$ cat src/pipe_pkg.sv
// shared widths, opcodes and enums for the four-stage alu pipeline, imported by every stage
package pipe_pkg;

	// data and address widths
	typedef logic [31:0] word_t;
	typedef logic [31:0] addr_t;
	typedef logic [31:0] inst_t;
	typedef logic [4:0]  reg_idx_t;

	// alu operation picked in decode
	typedef enum logic [3:0] {
		alu_add  = 4'h0,
		alu_sub  = 4'h1,
		alu_and  = 4'h2,
		alu_or   = 4'h3,
		alu_xor  = 4'h4,
		alu_sll  = 4'h5,
		alu_srl  = 4'h6,
		alu_sra  = 4'h7,
		alu_slt  = 4'h8,
		alu_sltu = 4'h9
	} alu_func_t;

	// second alu operand source
	typedef enum logic {
		opb_is_rs2 = 1'b0,
		opb_is_imm = 1'b1
	} opb_sel_t;

	// pipeline status seen at the top level
	typedef enum logic [1:0] {
		no_error      = 2'h0,
		halted_on_wfi = 2'h1,
		illegal_inst  = 2'h2
	} exc_code_t;

	// rv32i major opcodes handled here
	localparam logic [6:0] opc_alu_reg = 7'b0110011;
	localparam logic [6:0] opc_alu_imm = 7'b0010011;
	localparam logic [6:0] opc_lui     = 7'b0110111;

	// funct7 patterns for base and alternate ops
	localparam logic [6:0] f7_base = 7'b0000000;
	localparam logic [6:0] f7_alt  = 7'b0100000;

	// the one system encoding that is accepted
	localparam inst_t wfi_inst = 32'h1050_0073;

endpackage

$ cat src/pipe_ifc.sv
// stage-to-stage buses: issue_bus from dispatch to execute, done_bus from execute to retire

// decoded instruction with its register operands
interface issue_bus;
	import pipe_pkg::*;

	logic      valid;
	addr_t     pc;
	alu_func_t func;
	opb_sel_t  opb_sel;
	word_t     imm;
	reg_idx_t  rs1_idx;
	reg_idx_t  rs2_idx;
	word_t     rs1_value;
	word_t     rs2_value;
	reg_idx_t  dest_idx;
	logic      halt;
	logic      illegal;

	modport dispatch (
		output valid, pc, func, opb_sel, imm, rs1_idx, rs2_idx,
		output rs1_value, rs2_value, dest_idx, halt, illegal
	);

	modport exec (
		input valid, pc, func, opb_sel, imm, rs1_idx, rs2_idx,
		input rs1_value, rs2_value, dest_idx, halt, illegal
	);
endinterface

// finished alu result on its way to retire
interface done_bus;
	import pipe_pkg::*;

	logic     valid;
	addr_t    pc;
	reg_idx_t dest_idx;
	word_t    result;
	logic     halt;
	logic     illegal;

	modport exec (output valid, pc, dest_idx, result, halt, illegal);
	modport retire (input valid, pc, dest_idx, result, halt, illegal);
	// read-back used by execute for forwarding
	modport monitor (input valid, dest_idx, result);
endinterface

$ cat src/fetch_stage.sv
// fetch stage: drives the instruction address and tags the word that memory returns next cycle
module fetch_stage #(
	parameter pipe_pkg::addr_t reset_pc = '0
) (
	input  logic            clock,
	input  logic            reset,
	input  logic            stop,
	output pipe_pkg::addr_t proc2mem_addr,
	output logic            fetch_valid,
	output pipe_pkg::addr_t fetch_pc
);
	import pipe_pkg::*;

	addr_t pc;
	logic  stopped;
	logic  hold;

	// freeze as soon as decode sees wfi or a bad word
	assign hold = stop || stopped;

	// address goes straight out of the pc register
	assign proc2mem_addr = pc;

	always_ff @(posedge clock) begin
		if (reset) begin
			pc          <= reset_pc;
			stopped     <= 1'b0;
			fetch_valid <= 1'b0;
		end else begin
			pc          <= hold ? pc : pc + addr_t'(4);
			// sticky until the next reset
			stopped     <= hold;
			// word arriving next cycle is only good while running
			fetch_valid <= !hold;
		end
	end

	// address of the word now on mem2proc_data
	always_ff @(posedge clock) begin
		fetch_pc <= pc;
	end

endmodule

$ cat src/dispatch_stage.sv
// dispatch stage: decodes the fetched word, reads both sources and fills the issue register
module dispatch_stage (
	input  logic               clock,
	input  logic               reset,
	input  logic               fetch_valid,
	input  pipe_pkg::addr_t    fetch_pc,
	input  pipe_pkg::inst_t    mem2proc_data,
	output logic               stop,
	output pipe_pkg::reg_idx_t rd_idx_a,
	output pipe_pkg::reg_idx_t rd_idx_b,
	input  pipe_pkg::word_t    rd_value_a,
	input  pipe_pkg::word_t    rd_value_b,
	issue_bus.dispatch         issue
);
	import pipe_pkg::*;

	logic [6:0] opcode;
	logic [2:0] funct3;
	logic [6:0] funct7;
	alu_func_t  dec_func;
	opb_sel_t   dec_opb_sel;
	word_t      dec_imm;
	logic       dec_halt;
	logic       dec_illegal;
	logic       is_lui;

	assign opcode = mem2proc_data[6:0];
	assign funct3 = mem2proc_data[14:12];
	assign funct7 = mem2proc_data[31:25];

	////////////////////////////////////////////////////////////
	// decoder
	////////////////////////////////////////////////////////////

	always_comb begin
		dec_func    = alu_add;
		dec_opb_sel = opb_is_rs2;
		// i-type immediate unless lui overrides
		dec_imm     = {{20{mem2proc_data[31]}}, mem2proc_data[31:20]};
		dec_halt    = 1'b0;
		dec_illegal = 1'b0;
		is_lui      = 1'b0;
		case (opcode)
			opc_alu_reg: begin
				case ({funct7, funct3})
					{f7_base, 3'b000}: dec_func = alu_add;
					{f7_alt,  3'b000}: dec_func = alu_sub;
					{f7_base, 3'b001}: dec_func = alu_sll;
					{f7_base, 3'b010}: dec_func = alu_slt;
					{f7_base, 3'b011}: dec_func = alu_sltu;
					{f7_base, 3'b100}: dec_func = alu_xor;
					{f7_base, 3'b101}: dec_func = alu_srl;
					{f7_alt,  3'b101}: dec_func = alu_sra;
					{f7_base, 3'b110}: dec_func = alu_or;
					{f7_base, 3'b111}: dec_func = alu_and;
					default:           dec_illegal = 1'b1;
				endcase
			end
			opc_alu_imm: begin
				dec_opb_sel = opb_is_imm;
				case (funct3)
					3'b000: dec_func = alu_add;
					3'b010: dec_func = alu_slt;
					3'b011: dec_func = alu_sltu;
					3'b100: dec_func = alu_xor;
					3'b110: dec_func = alu_or;
					3'b111: dec_func = alu_and;
					3'b001: begin
						dec_func    = alu_sll;
						dec_illegal = (funct7 != f7_base);
					end
					3'b101: begin
						// upper bits pick logical or arithmetic
						if (funct7 == f7_base)
							dec_func = alu_srl;
						else if (funct7 == f7_alt)
							dec_func = alu_sra;
						else
							dec_illegal = 1'b1;
					end
				endcase
			end
			opc_lui: begin
				// lui is x0 + upper immediate
				dec_opb_sel = opb_is_imm;
				dec_imm     = {mem2proc_data[31:12], 12'b0};
				is_lui      = 1'b1;
			end
			default: begin
				if (mem2proc_data == wfi_inst)
					dec_halt = 1'b1;
				else
					dec_illegal = 1'b1;
			end
		endcase
	end

	// tells fetch to freeze
	assign stop = fetch_valid && (dec_halt || dec_illegal);

	// lui reads x0 so no forwarding can hit its operand a
	assign rd_idx_a = is_lui ? reg_idx_t'(0) : mem2proc_data[19:15];
	assign rd_idx_b = mem2proc_data[24:20];

	////////////////////////////////////////////////////////////
	// issue register
	////////////////////////////////////////////////////////////

	always_ff @(posedge clock) begin
		if (reset) begin
			issue.valid   <= 1'b0;
			issue.halt    <= 1'b0;
			issue.illegal <= 1'b0;
		end else begin
			issue.valid   <= fetch_valid;
			issue.halt    <= fetch_valid && dec_halt;
			issue.illegal <= fetch_valid && dec_illegal;
		end
	end

	always_ff @(posedge clock) begin
		issue.pc        <= fetch_pc;
		issue.func      <= dec_func;
		issue.opb_sel   <= dec_opb_sel;
		issue.imm       <= dec_imm;
		issue.rs1_idx   <= rd_idx_a;
		issue.rs2_idx   <= rd_idx_b;
		issue.rs1_value <= rd_value_a;
		issue.rs2_value <= rd_value_b;
		// x0 kept here, retire drops the write
		issue.dest_idx  <= mem2proc_data[11:7];
	end

	// wfi and illegal are separate stop causes
	halt_excl_illegal: assert property (@(posedge clock) disable iff (reset)
		!(issue.halt && issue.illegal));

endmodule

$ cat src/regfile.sv
// integer register file: two combinational read ports and one write port from retire
module regfile (
	input  logic               clock,
	input  logic               reset,
	input  pipe_pkg::reg_idx_t rd_idx_a,
	input  pipe_pkg::reg_idx_t rd_idx_b,
	output pipe_pkg::word_t    rd_value_a,
	output pipe_pkg::word_t    rd_value_b,
	input  logic               wr_en,
	input  pipe_pkg::reg_idx_t wr_idx,
	input  pipe_pkg::word_t    wr_data
);
	import pipe_pkg::*;

	// x1 to x31, x0 has no storage
	word_t regs [31:1];

	// x0 reads as zero
	assign rd_value_a = (rd_idx_a == '0) ? word_t'(0) : regs[rd_idx_a];
	assign rd_value_b = (rd_idx_b == '0) ? word_t'(0) : regs[rd_idx_b];

	always_ff @(posedge clock) begin
		if (reset) begin
			for (int i = 1; i < 32; i++) begin
				regs[i] <= '0;
			end
		end else if (wr_en && (wr_idx != '0)) begin
			regs[wr_idx] <= wr_data;
		end
	end

endmodule

$ cat src/exec_stage.sv
// execute stage: forwards operands from done_bus and the commit port, runs the alu, fills done
module exec_stage (
	input  logic               clock,
	input  logic               reset,
	issue_bus.exec             issue,
	done_bus.exec              done,
	done_bus.monitor           done_fwd,
	input  logic               commit_wr_en,
	input  pipe_pkg::reg_idx_t commit_wr_idx,
	input  pipe_pkg::word_t    commit_wr_data
);
	import pipe_pkg::*;

	word_t      opa;
	word_t      opb_reg;
	word_t      opb;
	word_t      alu_result;
	logic [4:0] shamt;
	logic       last_en;

	// previous instruction counts only with a real destination
	assign last_en = done_fwd.valid && (done_fwd.dest_idx != '0);

	// newest producer wins, then commit, then the value read in dispatch
	function automatic word_t fwd_operand(
		input reg_idx_t idx,
		input word_t    rf_value,
		input logic     l_en,
		input reg_idx_t l_idx,
		input word_t    l_data,
		input logic     c_en,
		input reg_idx_t c_idx,
		input word_t    c_data
	);
		if (l_en && (idx == l_idx))
			return l_data;
		if (c_en && (idx == c_idx))
			return c_data;
		return rf_value;
	endfunction

	////////////////////////////////////////////////////////////
	// operands
	////////////////////////////////////////////////////////////

	assign opa = fwd_operand(issue.rs1_idx, issue.rs1_value, last_en, done_fwd.dest_idx,
		done_fwd.result, commit_wr_en, commit_wr_idx, commit_wr_data);
	assign opb_reg = fwd_operand(issue.rs2_idx, issue.rs2_value, last_en, done_fwd.dest_idx,
		done_fwd.result, commit_wr_en, commit_wr_idx, commit_wr_data);
	assign opb = (issue.opb_sel == opb_is_imm) ? issue.imm : opb_reg;

	// shifts use the low five bits only
	assign shamt = opb[4:0];

	////////////////////////////////////////////////////////////
	// alu
	////////////////////////////////////////////////////////////

	always_comb begin
		case (issue.func)
			alu_add:  alu_result = opa + opb;
			alu_sub:  alu_result = opa - opb;
			alu_and:  alu_result = opa & opb;
			alu_or:   alu_result = opa | opb;
			alu_xor:  alu_result = opa ^ opb;
			alu_sll:  alu_result = opa << shamt;
			alu_srl:  alu_result = opa >> shamt;
			alu_sra:  alu_result = word_t'($signed(opa) >>> shamt);
			alu_slt:  alu_result = word_t'($signed(opa) < $signed(opb));
			alu_sltu: alu_result = word_t'(opa < opb);
			default:  alu_result = opa + opb;
		endcase
	end

	// done register
	always_ff @(posedge clock) begin
		if (reset) begin
			done.valid   <= 1'b0;
			done.halt    <= 1'b0;
			done.illegal <= 1'b0;
		end else begin
			done.valid   <= issue.valid;
			done.halt    <= issue.halt;
			done.illegal <= issue.illegal;
		end
	end

	always_ff @(posedge clock) begin
		done.pc       <= issue.pc;
		done.dest_idx <= issue.dest_idx;
		done.result   <= alu_result;
	end

	// no stale result leaks out of reset into retire
	done_idle_after_reset: assert property (@(posedge clock) reset |=> !done.valid);

endmodule

$ cat src/retire_stage.sv
// retire stage: writes the register file, registers the commit outputs and holds the stop status
module retire_stage (
	input  logic                clock,
	input  logic                reset,
	done_bus.retire             done,
	output logic                wr_en,
	output pipe_pkg::reg_idx_t  wr_idx,
	output pipe_pkg::word_t     wr_data,
	output logic                commit_valid,
	output logic                commit_wr_en,
	output pipe_pkg::reg_idx_t  commit_wr_idx,
	output pipe_pkg::word_t     commit_wr_data,
	output pipe_pkg::addr_t     commit_pc,
	output pipe_pkg::exc_code_t error_status
);
	import pipe_pkg::*;

	logic halted;
	logic accept;
	logic commit_halt;
	logic commit_illegal;

	// nothing is taken once a stop has retired
	assign accept = done.valid && !halted;

	// only legal ops with a real destination write
	assign wr_en   = accept && !done.halt && !done.illegal && (done.dest_idx != '0);
	assign wr_idx  = done.dest_idx;
	assign wr_data = done.result;

	always_ff @(posedge clock) begin
		if (reset) begin
			halted         <= 1'b0;
			commit_valid   <= 1'b0;
			commit_wr_en   <= 1'b0;
			commit_halt    <= 1'b0;
			commit_illegal <= 1'b0;
			error_status   <= no_error;
		end else begin
			halted         <= halted || (accept && (done.halt || done.illegal));
			commit_valid   <= accept;
			commit_wr_en   <= wr_en;
			commit_halt    <= accept && done.halt;
			commit_illegal <= accept && done.illegal;
			// status follows the stopping commit by one cycle
			if (commit_illegal)
				error_status <= illegal_inst;
			else if (commit_halt)
				error_status <= halted_on_wfi;
		end
	end

	always_ff @(posedge clock) begin
		commit_wr_idx  <= done.dest_idx;
		commit_wr_data <= done.result;
		commit_pc      <= done.pc;
	end

	// once stopped the commit stream stays quiet
	no_commit_after_stop: assert property (@(posedge clock) disable iff (reset)
		(error_status != no_error) |-> !commit_valid);

endmodule

$ cat src/pipeline.sv
// top level of the four-stage alu pipeline, plain ports to instruction memory and commit
module pipeline #(
	parameter pipe_pkg::addr_t reset_pc = '0
) (
	input  logic                clock,
	input  logic                reset,
	input  pipe_pkg::inst_t     mem2proc_data,
	output pipe_pkg::addr_t     proc2mem_addr,
	output logic                commit_valid,
	output logic                commit_wr_en,
	output pipe_pkg::reg_idx_t  commit_wr_idx,
	output pipe_pkg::word_t     commit_wr_data,
	output pipe_pkg::addr_t     commit_pc,
	output pipe_pkg::exc_code_t error_status
);
	import pipe_pkg::*;

	// fetch to dispatch
	logic     fetch_valid;
	addr_t    fetch_pc;
	logic     stop;

	// register file reads
	reg_idx_t rd_idx_a;
	reg_idx_t rd_idx_b;
	word_t    rd_value_a;
	word_t    rd_value_b;

	// retire write port
	logic     wr_en;
	reg_idx_t wr_idx;
	word_t    wr_data;

	issue_bus issue ();
	done_bus  done ();

	////////////////////////////////////////////////////////////
	// stages
	////////////////////////////////////////////////////////////

	fetch_stage #(
		.reset_pc (reset_pc)
	) fetch_stage_0 (
		.clock         (clock),
		.reset         (reset),
		.stop          (stop),
		.proc2mem_addr (proc2mem_addr),
		.fetch_valid   (fetch_valid),
		.fetch_pc      (fetch_pc)
	);

	dispatch_stage dispatch_stage_0 (
		.clock         (clock),
		.reset         (reset),
		.fetch_valid   (fetch_valid),
		.fetch_pc      (fetch_pc),
		.mem2proc_data (mem2proc_data),
		.stop          (stop),
		.rd_idx_a      (rd_idx_a),
		.rd_idx_b      (rd_idx_b),
		.rd_value_a    (rd_value_a),
		.rd_value_b    (rd_value_b),
		.issue         (issue.dispatch)
	);

	regfile regfile_0 (
		.clock      (clock),
		.reset      (reset),
		.rd_idx_a   (rd_idx_a),
		.rd_idx_b   (rd_idx_b),
		.rd_value_a (rd_value_a),
		.rd_value_b (rd_value_b),
		.wr_en      (wr_en),
		.wr_idx     (wr_idx),
		.wr_data    (wr_data)
	);

	// commit outputs double as the older forwarding source
	exec_stage exec_stage_0 (
		.clock          (clock),
		.reset          (reset),
		.issue          (issue.exec),
		.done           (done.exec),
		.done_fwd       (done.monitor),
		.commit_wr_en   (commit_wr_en),
		.commit_wr_idx  (commit_wr_idx),
		.commit_wr_data (commit_wr_data)
	);

	retire_stage retire_stage_0 (
		.clock          (clock),
		.reset          (reset),
		.done           (done.retire),
		.wr_en          (wr_en),
		.wr_idx         (wr_idx),
		.wr_data        (wr_data),
		.commit_valid   (commit_valid),
		.commit_wr_en   (commit_wr_en),
		.commit_wr_idx  (commit_wr_idx),
		.commit_wr_data (commit_wr_data),
		.commit_pc      (commit_pc),
		.error_status   (error_status)
	);

endmodule

$ cat config.mk
export PLATFORM = sky130hd
export DESIGN_NAME = pipeline
export DESIGN_NICKNAME = d
export VERILOG_FILES = /design/src/pipe_pkg.sv /design/src/pipe_ifc.sv /design/src/fetch_stage.sv /design/src/dispatch_stage.sv /design/src/regfile.sv /design/src/exec_stage.sv /design/src/retire_stage.sv /design/src/pipeline.sv
export SDC_FILE = /design/constraint.sdc
export NUM_CORES = 2
export LEC_CHECK = 0
export BUFFER_PORTS_ARGS = -buffer_cell sky130_fd_sc_hd__buf_2
export CORE_UTILIZATION = 40
export CTS_BUF_LIST = sky130_fd_sc_hd__clkbuf_4
export CTS_CLUSTER_DIAMETER = 60
export CTS_CLUSTER_SIZE = 10
export DETAILED_ROUTE_END_ITERATION = 6
export SLEW_MARGIN = 20
export SYNTH_ARGS = -nofsm -noshare
export SYNTH_HDL_FRONTEND = slang
export SYNTH_SLANG_ARGS = --single-unit
$ cat constraint.sdc
create_clock -name clock -period 7.9 [get_ports clock]
set_clock_uncertainty 0.15 [all_clocks]
set_input_delay 0.79 -clock clock [delete_from_list [all_inputs] [get_ports clock]]
set_output_delay 0.79 -clock clock [all_outputs]
set_load 0.005 [all_outputs]
==> flow_metrics.tcl <==
set metrics [dict create \
    crit_type "reg -> reg" \
    grt_pass1_vias 57900 \
    crit_chain "or3_1, o311ai_4, or2_2, a311oi_4, nor2_4, buf_4, inv_2, ha_1, inv_1, fa_1, nor2b_1, o21ai_0, a21boi_0, o31ai_1, o211ai_1, a221o_1, a31oi_1, o221ai_1, and3_1, o21ai_0, o211ai_1" \
    synth_edf_count 1024 \
    syn-instance-count 6953 \
    synth-seq-cells 1379 \
    period_share_pct 90.5 \
    rsz0062_at_grt "no" \
    drt_wl_total_mm 307 \
    core_um2 183000 \
    synth_area_per_cell_um2 10.6 \
    crit_fanout 35 \
    die_h_um 432 \
    io_pins 139 \
    cpMaxStageDelayCell "or3_1" \
    critPathRequiredTime_ns 8.85 \
    die-area_um2 186000 \
    antenna_found_initial 26 \
    viasPerCell 6.45 \
    htreeDepth 4 \
    dpl.hpwl_mm 188 \
    finalSetupViolCount 0 \
    p_leak_nw 29.4 \
    min_path_type "in -> reg" \
    ys_seq_area_share_pct 51.3 \
    slew_viol_final 0 \
    tightest_slew_ns 1.28 \
    placed_cells 9136 \
    worst_setup_path_end_kind "register" \
    drc 4 \
    worst_setup_hold_path_clk_slew_ns 0.11 \
    dominantRegCellSynth "edfxtp_1" \
    grtUsageTotal_pct 32.3 \
    num_vias 61000 \
    grt.overflow.total 0 \
    final_nets 7010 \
    synth_cell_type_count 97 \
    clock-root-buffer "clkbuf_4" \
    fmax_mhz 140 \
    hold_violations 0 \
    cts-buffers-inserted 165 \
    status "finished with violations" \
    cellPowerDensity_nw_per_um2 217 \
    async_reset_ff_share_pct 0 \
    cts.sinks 1379 \
    cts_tree "built" \
    insertion_delay_ns 1.31 \
    io_buffers 134 \
    synth_area_um2 73900 \
    ant_nets 0 \
    synthToLayoutAreaGrowth_pct 7.89 \
    slowest_delay_ns 0.80 \
    startpoint_type "register" \
    drive_above_1_share_pct 15.1 \
    max_slew_margin_pct 14.8 \
    rows 157 \
    drv_cap 0 \
    grt_first_pass_wirelength_mm 429 \
    dr.pass1.iters 7 \
    postCtsResizedCells 0 \
    avgRoutedWirePerCell_um 32.5 \
    drtIter0Drc 9775 \
    place.gp.congestion 1.00 \
    power.ir.vdd_worst_mv 0.159 \
    critPathArrivalTime_ns 8.10 \
    violations "design-rule violations" \
    grt_max_degree 162 \
    clockBufferDepth 3 \
    die_w_um 432 \
    fin_cells 9446 \
    initial_utilization_pct 40.3 \
    ys_warn_count 0 \
    fin_setup_tns_ns 0 \
    post-route-min-period_ns 7.15 \
    r2r_slack_ns 0.75 \
]
-- cells by family after synthesis --
logic type | count (synthesis) | share of synthesized area (%)
buffers and inverters | 784 | 4.16
XOR/XNOR | 58 | 0.688
adder cells (fa/ha/maj) | 100 | 1.71
other | 1 | 0.00508
multiplexers | 399 | 10.9
flip-flops | 1379 | 51.3
AND/OR/NAND/NOR | 3064 | 20.7
AO/OA/AOI/OAI | 1168 | 10.6
-- per-stage QoR --
step                      hold WS, ns  utilization [%]  setup WS [ns]  instance area (µm²)  total power (W)
after global routing           0.0442             43.5          0.605                79700           0.0178
after global placement          0.160             42.2           1.10                77300           0.0131
after CTS                      0.0338             43.4           1.06                79600           0.0171
after detailed placement        0.162             42.2           1.14                77300           0.0131
final                          0.0870             43.5          0.753                79700           0.0173
after floorplan                 0.160                -           2.21                74000           0.0110
-- report_power, final --
| group | leakage, nW | internal [W] | switching [W] | total [W] |
|---|---|---|---|---|
| Clock | 1.17 | 0.00149 | 0.00261 | 0.00410 |
| Combinational | 14.7 | 0.00127 | 0.00318 | 0.00445 |
| Sequential | 13.5 | 0.00822 | 0.000523 | 0.00875 |
-- routing by layer --
layer / vias up / track usage (%) / routed length [µm]
li1: 25100 / - / -
met1: 30000 / 41.5 / 112000
met2: 4816 / 47.6 / 131000
met3: 1115 / 9.75 / 42500
met4: 14 / 20.0 / 21600
met5: - / 0 / 81
-- final timing paths --
check | from | depth (start not counted) | to
max | exec_stage_0.done.dest_idx[4] | 21 | exec_stage_0.done.result[30]
min | mem2proc_data[7] | 2 | dispatch_stage_0.issue.dest_idx[0]
max reg2reg | exec_stage_0.done.dest_idx[4] | 21 | exec_stage_0.done.result[30]
min reg2reg | dispatch_stage_0.issue.pc[25] | 0 | exec_stage_0.done.pc[25]
-- final cells by class --
type	instances	area, µm²
diodes	22	55.1
clock buffers	221	1660
clock inverters	30	327
fillers	17200	104000
inverters	130	500
multi-input cells	4825	33400
flip-flops and latches	1379	37900
well taps	2464	3080
repair buffers	375	2760
-- flip-flops by register name (all words and copies together), names as in the netlist, 2 cells and up --
| signal | flops |
|---|---|
| dispatch_stage_0.issue.dest_idx | 5 |
| dispatch_stage_0.issue.func | 4 |
| dispatch_stage_0.issue.imm | 32 |
| dispatch_stage_0.issue.pc | 30 |
| dispatch_stage_0.issue.rs1_idx | 5 |
| dispatch_stage_0.issue.rs1_value | 32 |
| dispatch_stage_0.issue.rs2_idx | 5 |
| dispatch_stage_0.issue.rs2_value | 32 |
| exec_stage_0.done.dest_idx | 5 |
| exec_stage_0.done.pc | 30 |
| exec_stage_0.done.result | 32 |
| fetch_stage_0.fetch_pc | 30 |
| fetch_stage_0.proc2mem_addr | 30 |
| regfile_0.regs | 1024 |
| retire_stage_0.commit_pc | 30 |
| retire_stage_0.commit_wr_data | 32 |
| retire_stage_0.commit_wr_idx | 5 |
| retire_stage_0.error_status | 2 |
-- worst max-delay path, delay by kind of cell, from the launching register on --
| kind | cells | cell delay [ns] |
|---|---|---|
| AO/OA/AOI/OAI | 11 | 3.33 |
| AND/OR/NAND/NOR | 5 | 1.89 |
| adder cells (fa/ha/maj) | 2 | 0.61 |
| flip-flops | 1 | 0.56 |
| buffers and inverters | 3 | 0.42 |
-- repair_timing --
item,in CTS,in global routing
hold endpoints to repair,53,0
hold buffers,34,0
setup buffers,0,0
-- synthesized netlist by cell type (16+ instances only) --
cell	number	area share, %
edfxtp_1	1024	42
and2_1	990	8.4
nand2_1	938	4.8
clkbuf_1	523	2.7
nor2_1	404	2.1
dfxtp_1	355	9.6
nand3_1	352	2.4
mux4_2	325	9.9
o21ai_0	220	1.5
a21oi_1	177	1.2
o22ai_1	151	1.3
nor3_1	141	0.96
a31oi_1	133	1.1
inv_1	122	0.62
ha_1	98	1.7
and3_1	85	0.72
buf_1	77	0.39
a311oi_1	71	0.84
a221oi_1	69	0.82
o211ai_1	64	0.65
a211oi_1	60	0.61
a21o_1	59	0.60
mux2i_1	58	0.79
xnor2_1	41	0.49
buf_2	39	0.26
or2_2	35	0.30
or3_1	24	0.20
nor2b_1	18	0.15
o221ai_1	17	0.20
xor2_1	17	0.20
a22oi_1	16	0.16
nand4_1	16	0.14
-- placed cells by master, fill, tap and decap left out, types with 129 or more instances in the layout --
master	count
edfxtp_1	1024
and2_1	987
nand2_1	930
nor2_1	372
dfxtp_1	353
nand3_1	352
mux4_2	325
clkbuf_4	224
o21ai_0	220
buf_4	192
a21oi_1	176
o22ai_1	151
nor3_1	141
a31oi_1	131
buf_2	129
Note: power is estimated with default switching activity, not from simulation.
